$ cat src/verilog/gmacRx_config.svh
`ifndef GMACRX_CONFIG_SVH
`define GMACRX_CONFIG_SVH

// Header sizes on the receive path, in bytes
`define ETH_HEADER_LEN 14
`define IP_HEADER_LEN 20
`define UDP_HEADER_LEN 8

// Trailing Ethernet FCS held back before forwarding
`define FCS_LEN 4

// Width of the bad FCS counter
`define ERR_COUNT_WIDTH 32

`endif
$ cat src/verilog/ipTypesPkg.sv
package ipTypesPkg;

    // IPv4 protocol field
    typedef enum logic [7:0]
    {
        protoTcp = 8'd6,
        protoUdp = 8'd17
    } ipProtoT;

    // IPv4 receive FSM, drop doubles as the wait for the next sof
    typedef enum logic [1:0]
    {
        l3Header,
        l3Payload,
        l3Drop
    } l3StateT;

    // UDP receive FSM
    typedef enum logic [1:0]
    {
        l4Header,
        l4Payload,
        l4Drop
    } l4StateT;

endpackage

$ cat src/verilog/ethTypesPkg.sv
package ethTypesPkg;

    // EtherType values seen in the Ethernet header
    typedef enum logic [15:0]
    {
        etherTypeIpv4 = 16'h0800,
        etherTypeArp  = 16'h0806
    } etherTypeT;

    // L2 receive FSM
    typedef enum logic [1:0]
    {
        l2Idle,
        l2Header,
        l2Payload,
        l2Drop
    } l2StateT;

endpackage

$ cat src/verilog/udpRxStack.sv
`timescale 1ns/1ps
`include "gmacRx_config.svh"

module udpRxStack
(
    input  logic                        clk125,
    input  logic                        reset,
    input  logic                        rxValid,
    input  logic                        rxSof,
    input  logic                        rxEof,
    input  logic [7:0]                  rxData,
    input  logic [47:0]                 localMac,
    input  logic [31:0]                 localIp,
    input  logic [15:0]                 localPort,
    output logic                        outValid,
    output logic                        outSof,
    output logic                        outEof,
    output logic                        outErr,
    output logic [7:0]                  outData,
    output logic [47:0]                 remoteMac,
    output logic [31:0]                 remoteIp,
    output logic [15:0]                 remotePort,
    output logic [`ERR_COUNT_WIDTH-1:0] fcsErrorCount
);

    // Ethernet to IPv4
    logic l2Valid;
    logic l2Sof;
    logic l2Eof;
    logic l2Err;
    logic [7:0] l2Data;
    logic [47:0] l2RemoteMac;
    logic fcsError;

    // IPv4 to UDP
    logic l3Valid;
    logic l3Sof;
    logic l3Eof;
    logic l3Err;
    logic [7:0] l3Data;
    logic [47:0] l3RemoteMac;
    logic [31:0] l3RemoteIp;

    frameL2Rx frameL2Rx_i
    (
        .clk125    (clk125),
        .reset     (reset),
        .rxValid   (rxValid),
        .rxSof     (rxSof),
        .rxEof     (rxEof),
        .rxData    (rxData),
        .localMac  (localMac),
        .l2Valid   (l2Valid),
        .l2Sof     (l2Sof),
        .l2Eof     (l2Eof),
        .l2Err     (l2Err),
        .l2Data    (l2Data),
        .remoteMac (l2RemoteMac),
        .fcsError  (fcsError)
    );

    frameL3Rx frameL3Rx_i
    (
        .clk125       (clk125),
        .reset        (reset),
        .l2Valid      (l2Valid),
        .l2Sof        (l2Sof),
        .l2Eof        (l2Eof),
        .l2Err        (l2Err),
        .l2Data       (l2Data),
        .remoteMacIn  (l2RemoteMac),
        .localIp      (localIp),
        .l3Valid      (l3Valid),
        .l3Sof        (l3Sof),
        .l3Eof        (l3Eof),
        .l3Err        (l3Err),
        .l3Data       (l3Data),
        .remoteMacOut (l3RemoteMac),
        .remoteIp     (l3RemoteIp)
    );

    frameL4Rx frameL4Rx_i
    (
        .clk125      (clk125),
        .reset       (reset),
        .l3Valid     (l3Valid),
        .l3Sof       (l3Sof),
        .l3Eof       (l3Eof),
        .l3Err       (l3Err),
        .l3Data      (l3Data),
        .remoteMacIn (l3RemoteMac),
        .remoteIpIn  (l3RemoteIp),
        .localPort   (localPort),
        .outValid    (outValid),
        .outSof      (outSof),
        .outEof      (outEof),
        .outErr      (outErr),
        .outData     (outData),
        .remoteMac   (remoteMac),
        .remoteIp    (remoteIp),
        .remotePort  (remotePort)
    );

    // Counts every bad FCS, also for frames dropped by the filters
    always_ff @(posedge clk125)
    begin
        if (reset)
        begin
            fcsErrorCount <= '0;
        end
        else if (fcsError)
        begin
            fcsErrorCount <= fcsErrorCount + 1'b1;
        end
    end

endmodule

$ cat src/verilog/frameL4Rx.sv
`timescale 1ns/1ps
`include "gmacRx_config.svh"

module frameL4Rx
(
    input  logic        clk125,
    input  logic        reset,
    input  logic        l3Valid,
    input  logic        l3Sof,
    input  logic        l3Eof,
    input  logic        l3Err,
    input  logic [7:0]  l3Data,
    input  logic [47:0] remoteMacIn,
    input  logic [31:0] remoteIpIn,
    input  logic [15:0] localPort,
    output logic        outValid,
    output logic        outSof,
    output logic        outEof,
    output logic        outErr,
    output logic [7:0]  outData,
    output logic [47:0] remoteMac,
    output logic [31:0] remoteIp,
    output logic [15:0] remotePort
);
    import ipTypesPkg::*;

    localparam int CountW = $clog2(`UDP_HEADER_LEN);
    localparam int PortBytes = 4;

    l4StateT state;
    logic [CountW-1:0] hdrCount;
    logic firstOut;
    logic [31:0] portShift;
    logic headerLast;
    logic portWindow;

    assign headerLast = (hdrCount == CountW'(`UDP_HEADER_LEN - 1));
    // Source and destination port occupy the first four bytes
    assign portWindow = l3Sof || (state == l4Header && hdrCount < CountW'(PortBytes));

    always_ff @(posedge clk125)
    begin
        if (reset)
        begin
            state <= l4Drop;
            hdrCount <= '0;
            firstOut <= 1'b0;
            outValid <= 1'b0;
            outSof <= 1'b0;
            outEof <= 1'b0;
            outErr <= 1'b0;
        end
        else
        begin
            outValid <= 1'b0;
            outSof <= 1'b0;
            outEof <= 1'b0;
            outErr <= 1'b0;
            if (l3Valid)
            begin
                if (l3Sof)
                begin
                    hdrCount <= CountW'(1);
                    firstOut <= 1'b1;
                    state <= l3Eof ? l4Drop : l4Header;
                end
                else
                begin
                    case (state)
                        l4Header:
                        begin
                            hdrCount <= hdrCount + 1'b1;
                            if (l3Eof)
                            begin
                                state <= l4Drop;
                            end
                            else if (headerLast)
                            begin
                                state <= (portShift[15:0] == localPort) ? l4Payload : l4Drop;
                            end
                        end
                        l4Payload:
                        begin
                            outValid <= 1'b1;
                            outSof <= firstOut;
                            outEof <= l3Eof;
                            outErr <= l3Err;
                            firstOut <= 1'b0;
                            if (l3Eof)
                            begin
                                state <= l4Drop;
                            end
                        end
                        default:
                        begin
                            state <= l4Drop;
                        end
                    endcase
                end
            end
        end
    end

    always_ff @(posedge clk125)
    begin
        if (l3Valid && portWindow)
        begin
            portShift <= {portShift[23:0], l3Data};
        end
        if (l3Valid)
        begin
            outData <= l3Data;
        end
        // Sender fields change together with outSof
        if (l3Valid && !l3Sof && state == l4Payload && firstOut)
        begin
            remoteMac <= remoteMacIn;
            remoteIp <= remoteIpIn;
            remotePort <= portShift[31:16];
        end
    end

endmodule

$ cat src/verilog/frameL3Rx.sv
`timescale 1ns/1ps
`include "gmacRx_config.svh"

module frameL3Rx
(
    input  logic        clk125,
    input  logic        reset,
    input  logic        l2Valid,
    input  logic        l2Sof,
    input  logic        l2Eof,
    input  logic        l2Err,
    input  logic [7:0]  l2Data,
    input  logic [47:0] remoteMacIn,
    input  logic [31:0] localIp,
    output logic        l3Valid,
    output logic        l3Sof,
    output logic        l3Eof,
    output logic        l3Err,
    output logic [7:0]  l3Data,
    output logic [47:0] remoteMacOut,
    output logic [31:0] remoteIp
);
    import ipTypesPkg::*;

    localparam int CountW = $clog2(`IP_HEADER_LEN);
    localparam int ProtoIndex = 9;
    // Version 4 with the only supported IHL
    localparam logic [7:0] VersionIhl = {4'd4, 4'(`IP_HEADER_LEN / 4)};

    l3StateT state;
    logic [CountW-1:0] hdrCount;
    logic protoOk;
    logic firstOut;
    logic [55:0] ipShift;
    logic headerLast;
    logic ipMatch;
    logic accept;

    assign headerLast = (hdrCount == CountW'(`IP_HEADER_LEN - 1));
    // Destination address ends on the last header byte
    assign ipMatch = ({ipShift[23:0], l2Data} == localIp);
    assign accept = l2Valid && !l2Sof && !l2Eof && (state == l3Header) && headerLast
                 && protoOk && ipMatch;

    always_ff @(posedge clk125)
    begin
        if (reset)
        begin
            state <= l3Drop;
            hdrCount <= '0;
            protoOk <= 1'b0;
            firstOut <= 1'b0;
            l3Valid <= 1'b0;
            l3Sof <= 1'b0;
            l3Eof <= 1'b0;
            l3Err <= 1'b0;
        end
        else
        begin
            l3Valid <= 1'b0;
            l3Sof <= 1'b0;
            l3Eof <= 1'b0;
            l3Err <= 1'b0;
            if (l2Valid)
            begin
                if (l2Sof)
                begin
                    hdrCount <= CountW'(1);
                    protoOk <= 1'b1;
                    firstOut <= 1'b1;
                    state <= (l2Data == VersionIhl && !l2Eof) ? l3Header : l3Drop;
                end
                else
                begin
                    case (state)
                        l3Header:
                        begin
                            hdrCount <= hdrCount + 1'b1;
                            if (hdrCount == CountW'(ProtoIndex) && l2Data != protoUdp)
                            begin
                                protoOk <= 1'b0;
                            end
                            if (l2Eof || headerLast)
                            begin
                                state <= accept ? l3Payload : l3Drop;
                            end
                        end
                        l3Payload:
                        begin
                            l3Valid <= 1'b1;
                            l3Sof <= firstOut;
                            l3Eof <= l2Eof;
                            l3Err <= l2Err;
                            firstOut <= 1'b0;
                            if (l2Eof)
                            begin
                                state <= l3Drop;
                            end
                        end
                        default:
                        begin
                            state <= l3Drop;
                        end
                    endcase
                end
            end
        end
    end

    always_ff @(posedge clk125)
    begin
        if (l2Valid)
        begin
            ipShift <= {ipShift[47:0], l2Data};
            l3Data <= l2Data;
        end
        // Source address is bytes 12 to 15, now at the top of the shifter
        if (accept)
        begin
            remoteIp <= ipShift[55:24];
            remoteMacOut <= remoteMacIn;
        end
    end

endmodule

$ cat src/verilog/frameL2Rx.sv
`timescale 1ns/1ps
`include "gmacRx_config.svh"

module frameL2Rx
(
    input  logic        clk125,
    input  logic        reset,
    input  logic        rxValid,
    input  logic        rxSof,
    input  logic        rxEof,
    input  logic [7:0]  rxData,
    input  logic [47:0] localMac,
    output logic        l2Valid,
    output logic        l2Sof,
    output logic        l2Eof,
    output logic        l2Err,
    output logic [7:0]  l2Data,
    output logic [47:0] remoteMac,
    output logic        fcsError
);
    import ethTypesPkg::*;

    localparam int HdrW = $clog2(`ETH_HEADER_LEN);
    localparam int HoldW = $clog2(`FCS_LEN + 1);
    localparam int ShiftW = (`ETH_HEADER_LEN - 1) * 8;
    localparam logic [31:0] CrcInit = 32'hffff_ffff;
    localparam logic [31:0] CrcResidue = 32'hdebb_20e3;
    localparam logic [47:0] BroadcastMac = 48'hffff_ffff_ffff;

    l2StateT state;
    etherTypeT etherType;
    logic [HdrW-1:0] hdrCount;
    logic [ShiftW-1:0] headerShift;
    logic [HoldW-1:0] holdCount;
    logic [7:0] holdLine [`FCS_LEN];
    logic firstOut;
    logic [31:0] crcReg;
    logic [31:0] crcNow;
    logic fcsBad;
    logic macMatch;
    logic headerLast;
    logic holdFull;
    logic accept;

    // Reflected CRC-32, one byte per call
    function automatic logic [31:0] crcByte(input logic [31:0] crc, input logic [7:0] data);
        logic [31:0] c;
        c = crc ^ {24'h0, data};
        for (int i = 0; i < 8; i++)
        begin
            c = c[0] ? ((c >> 1) ^ 32'hedb8_8320) : (c >> 1);
        end
        return c;
    endfunction

    always_comb
    begin
        crcNow = crcByte(rxSof ? CrcInit : crcReg, rxData);
        fcsBad = (crcNow != CrcResidue);
        // Last header byte is still on rxData, the rest sits in the shift register
        etherType = etherTypeT'({headerShift[7:0], rxData});
        macMatch = (headerShift[ShiftW-1 -: 48] == localMac)
                || (headerShift[ShiftW-1 -: 48] == BroadcastMac);
        headerLast = (hdrCount == HdrW'(`ETH_HEADER_LEN - 1));
        holdFull = (holdCount == HoldW'(`FCS_LEN));
        accept = rxValid && !rxSof && !rxEof && (state == l2Header) && headerLast
              && macMatch && (etherType == etherTypeIpv4);
    end

    always_ff @(posedge clk125)
    begin
        if (reset)
        begin
            state <= l2Idle;
            hdrCount <= '0;
            holdCount <= '0;
            firstOut <= 1'b0;
            l2Valid <= 1'b0;
            l2Sof <= 1'b0;
            l2Eof <= 1'b0;
            l2Err <= 1'b0;
            fcsError <= 1'b0;
        end
        else
        begin
            l2Valid <= 1'b0;
            l2Sof <= 1'b0;
            l2Eof <= 1'b0;
            l2Err <= 1'b0;
            fcsError <= 1'b0;
            if (rxValid)
            begin
                if (rxSof)
                begin
                    // A sof restarts the parser from any state
                    hdrCount <= HdrW'(1);
                    state <= rxEof ? l2Idle : l2Header;
                    fcsError <= rxEof;
                end
                else
                begin
                    case (state)
                        l2Header:
                        begin
                            hdrCount <= hdrCount + 1'b1;
                            if (rxEof)
                            begin
                                // Runt frame, reported as an error
                                state <= l2Idle;
                                fcsError <= 1'b1;
                            end
                            else if (headerLast)
                            begin
                                holdCount <= '0;
                                firstOut <= 1'b1;
                                state <= accept ? l2Payload : l2Drop;
                            end
                        end
                        l2Payload:
                        begin
                            if (holdFull)
                            begin
                                l2Valid <= 1'b1;
                                l2Sof <= firstOut;
                                l2Eof <= rxEof;
                                l2Err <= rxEof && fcsBad;
                                firstOut <= 1'b0;
                            end
                            else
                            begin
                                holdCount <= holdCount + 1'b1;
                            end
                            if (rxEof)
                            begin
                                state <= l2Idle;
                                fcsError <= fcsBad;
                            end
                        end
                        l2Drop:
                        begin
                            if (rxEof)
                            begin
                                state <= l2Idle;
                                fcsError <= fcsBad;
                            end
                        end
                        default:
                        begin
                            state <= l2Idle;
                        end
                    endcase
                end
            end
        end
    end

    // Byte shifters and FCS hold line
    always_ff @(posedge clk125)
    begin
        if (rxValid)
        begin
            crcReg <= crcNow;
            headerShift <= {headerShift[ShiftW-9:0], rxData};
            holdLine[0] <= rxData;
            for (int i = 1; i < `FCS_LEN; i++)
            begin
                holdLine[i] <= holdLine[i-1];
            end
            l2Data <= holdLine[`FCS_LEN-1];
        end
        if (accept)
        begin
            remoteMac <= headerShift[ShiftW-49 -: 48];
        end
    end

endmodule

$ cat config.mk
export PLATFORM = sky130hd
export DESIGN_NAME = udpRxStack
export DESIGN_NICKNAME = d
export VERILOG_FILES = /design/src/verilog/ipTypesPkg.sv /design/src/verilog/ethTypesPkg.sv /design/src/verilog/udpRxStack.sv /design/src/verilog/frameL4Rx.sv /design/src/verilog/frameL3Rx.sv /design/src/verilog/frameL2Rx.sv
export VERILOG_INCLUDE_DIRS = /design/src /design/src/verilog
export SDC_FILE = /design/constraint.sdc
export NUM_CORES = 1
export LEC_CHECK = 0
export ABC_AREA = 1
export BUFFER_PORTS_ARGS = -buffer_cell sky130_fd_sc_hd__clkbuf_2
export CAP_MARGIN = 20
export CORE_ASPECT_RATIO = 1.75
export CORE_MARGIN = 2
export CORE_UTILIZATION = 43
export DETAILED_ROUTE_END_ITERATION = 7
export GPL_TIMING_DRIVEN = 0
export PLACE_DENSITY = 0.72
export SETUP_SLACK_MARGIN = 0.02
export SLEW_MARGIN = 20
export SYNTH_ARGS = -nofsm -noshare
export SYNTH_HDL_FRONTEND = slang
export SYNTH_HIERARCHICAL = 1
export SYNTH_SLANG_ARGS = --single-unit
$ cat constraint.sdc
create_clock -name clk125 -period 8.8 [get_ports clk125]
set_clock_uncertainty 0.2 [all_clocks]
set_input_delay 1.32 -clock clk125 [delete_from_list [all_inputs] [get_ports clk125]]
set_output_delay 1.32 -clock clk125 [all_outputs]
set_load 0.005 [all_outputs]
==> reports/metrics.csv <==
stage;metric;value;unit
power_and_ir_drop;p_clk_share;40.4;%
global_routing;grt_max_degree;77;
sta;min_period;3890;ps
power_and_ir_drop;ir_worst_vdd;0.112;mV
global_routing;grt_pass1_vias;13800;
layout;fin_area;0.0251;mm^2
flow_run;maxCapViolCount;0;
sta;tightestPinTransition;628;ps
global_routing;grt_overflow;0;
clock_network;cts_setup_buffers;0;
synthesis;yosysTopAreaCellShare;65.0;%
status;status;complete, no violations;
synthesis;synth_flop_cell;edfxtp_1;
synthesis;synth_nets;1867;
synthesis;synth_top_cell_by_area;edfxtp_1;
power_and_ir_drop;sw_frac_of_total;22.2;%
power_and_ir_drop;power_frac_seq;52.0;%
setup_path;crit_type;reg -> reg;
drt;dr_total_vias;13400;
synthesis;yosysSeqAreaShare;71.6;%
setup_path;arrival;3950;ps
sta;setup-violations-final;0;
setup_path;critPathLaunch;frameL3Rx_i/l3Valid;
synthesis;syn_avg_cell_area;12.1;um^2
setup_path;cp-end-kind;flip-flop;
floorplanning;chipHeight;297;um
drt;route.detailed.drc;0;
clock_network;htree_levels;2;
drt;dr.pass1.iters;5;
layout;fillers;4200;
synthesis;synth_edf_count;456;
clock_network;cts_root_buf;clkbuf_16;
clock_network;cts_hold_buf;0;
setup_path;crit_end;frameL4Rx_i/remoteMac[27];
global_routing;grt_use_total;18.5;%
floorplanning;num_rows;107;
synthesis;yosys.cell_types.count;44;
clock_network;cts_sinks;526;
layout;syn_to_final_growth;19.0;%
layout;final_nets;2180;
sta;layout_setup_ws;4910;ps
sta;maxSlewViolCount;0;
clock_network;ctsResizeCount;0;
global_routing;antenna_found_initial;15;
sta;max_slew_margin;58.1;%
drt;wl_per_cell;17.1;um
synthesis;ys_async_sr_fraction;0;%
placement;hpwl;35.3;mm
power_and_ir_drop;internal-power;4.19;mW
clock_network;insertion_delay;560;ps
power_and_ir_drop;p_sw;1.20;mW
floorplanning;core_area;0.0486;mm^2
setup_path;reg2reg_slack;4910;ps
setup_path;reg2reg_to;frameL4Rx_i/remoteMac[27];
power_and_ir_drop;combPwrFrac;7.6;%
drt;via_per_inst;4.86;
setup_path;critPathRequiredTime;8860;ps
sta;timing.hold.ws;214;ps
setup_path;r2r-start;frameL3Rx_i/l3Valid;
layout;final_core_util;51.6;%
clock_network;cts_made_buffers;47;
setup_path;start_kind;flip-flop;
sta;rsz0062_at_grt;no;
synthesis;synth_seq_cells;526;
synthesis;yosysWarnings;6;
power_and_ir_drop;finalPower;5.39;mW
synthesis;synthTopCellsByArea;edfxtp_1 (65%), nand2_1 (7.2%), dfxtp_1 (6.6%);
drt;first_iter_violations;746;
layout;drive_gt1_share;22.1;%
placement;place_congestion;0.933;
floorplanning;ios;249;
clock_network;clkTransAtPathRegs;60;ps
sta;hold_viol;0;
floorplanning;initial_core_util;43.4;%
synthesis;synth_top_cells_by_count;edfxtp_1 (456), nand2_1 (404), inv_1 (205), nor2_1 (161), dfxtp_1 (70);
synthesis;synthCells;1744;
placement;dp_slack;4480;ps
worst_hold_path;hp-class;reg -> reg;
sta;fin_crit_sh;44.2;%
clock_network;tritoncts;yes;
setup_path;crit_fanout;12;
placement;port_buffers;247;
drt;wirelength;47.0;mm
synthesis;syn_area;0.0211;mm^2
power_and_ir_drop;total_leakage_power;9.91;nW
clock_network;clk_path_buf_depth;3;
setup_path;rr_worst_depth;11;
power_and_ir_drop;power_density;215;mW/mm^2
floorplanning;die-area;0.0509;mm^2
floorplanning;die_w;171;um
sta;fmax;257;MHz
global_routing;grt_pass1_wl;72.4;mm
placement;dpl-instance-area;0.0234;mm^2
synthesis;yosysMostFrequentCell;edfxtp_1;
drt;final_antenna_net_count;0;
==> through the flow <==
| step | std cells | setup TNS (ps) |
|---|---|---|
| 2_1_floorplan | 1744 | 0 |
| 3_3_place_gp | 2645 | -240060 |
| 3_5_place_dp | 2662 | 0 |
| 4_1_cts | 2746 | 0 |
| 5_1_grt | 2753 | 0 |
| 6_report | 2753 | 0 |
==> worst min path at each step <==
stage / start / to / cells after the start
floorplan: frameL2Rx_i/l2Err / frameL3Rx_i/l3Err / 2
global placement: frameL3Rx_i/remoteMacOut[45] / frameL4Rx_i/remoteMac[45] / 0
detailed placement: frameL3Rx_i/ipShift[53] / frameL3Rx_i/remoteIp[29] / 0
CTS: frameL2Rx_i/remoteMac[11] / frameL3Rx_i/remoteMacOut[11] / 0
global route: frameL2Rx_i/remoteMac[20] / frameL3Rx_i/remoteMacOut[20] / 0
finish: frameL3Rx_i/remoteMacOut[4] / frameL4Rx_i/remoteMac[4] / 0
==> layout make-up <==
cell class | instances | area (um^2) | share of cell area (%)
flip-flops and latches | 526 | 15100 | 60.2
multi-input cells | 974 | 4970 | 19.8
repair buffers | 264 | 1490 | 5.96
clock buffers | 56 | 1210 | 4.82
inverters | 217 | 820 | 3.27
well taps | 654 | 818 | 3.26
clock inverters | 28 | 429 | 1.71
plain buffers | 27 | 219 | 0.873
diodes | 7 | 17.5 | 0.0698
==> cell usage in the layout (no fill, tap or decap), drive strengths merged, types with 5 or more instances in the layout <==
master | Yosys | layout
clkbuf | 1 | 304
nand3b | 6 | 6
inv | 217 | 221
buf | 26 | 43
nor3 | 20 | 20
nand3 | 72 | 72
nor2 | 189 | 189
or2 | 14 | 14
ha | 14 | 14
nor4 | 8 | 8
diode | 0 | 7
nand4 | 50 | 50
bufinv | 0 | 10
xor2 | 12 | 12
a21oi | 43 | 43
clkinv | 0 | 13
nand2 | 437 | 437
xnor2 | 63 | 63
o21a | 5 | 5
o21ai | 26 | 26
edfxtp | 456 | 456
dfxtp | 70 | 70
==> sequential cells by signal (all words and copies together) (netlist names), 32 cells and up <==
name                      flops
frameL2Rx_i/headerShift      97
frameL3Rx_i/ipShift          49
frameL2Rx_i/remoteMac        48
frameL3Rx_i/remoteMacOut     48
frameL4Rx_i/remoteMac        48
fcsErrorCount                32
frameL2Rx_i/crcReg           32
frameL3Rx_i/remoteIp         32
frameL4Rx_i/portShift        32
frameL4Rx_i/remoteIp         32
==> kinds of logic (layout without fill, tap and decap cells) <==
logic type      Yosys count  count (layout)  synth area share [%]
xor+xnor                 75              75                  3.15
flops                   526             526                  71.6
simple gates            803             803                  17.3
other cells               0               7                     0
buf+inv                 244             592                  4.93
fa+ha+maj                14              14                 0.831
compound gates           82              82                  2.15
==> worst max-delay path, stage by stage, from the launching register on <==
cell     delay [ps]
dfxtp_1         680
nand3_1         230
nor3_2          470
buf_4           300
buf_6           170
buf_4           200
buf_4           210
buf_4           220
buf_4           210
buf_4           210
buf_4           230
buf_4           230
==> routing by layer <==
metal	part of all wire, %	up-vias	global-route usage (%)
met5	0.20	-	0
met4	5.5	16	10.1
met3	6.1	152	4.53
met2	53	429	34.4
met1	35	6270	18.4
li1	-	6499	-
==> power groups by stage <==
stage                     registers (mW)  clock network [mW]  logic [mW]
after global routing                2.81                2.33       0.458
final                               2.80                2.18       0.411
after CTS                           2.80                2.25       0.410
after detailed placement            2.86                   0       0.408
after floorplan                     2.84                   0       0.266
after global placement              2.86                   0       0.397
No activity file was read; power rests on OpenSTA's default activity.
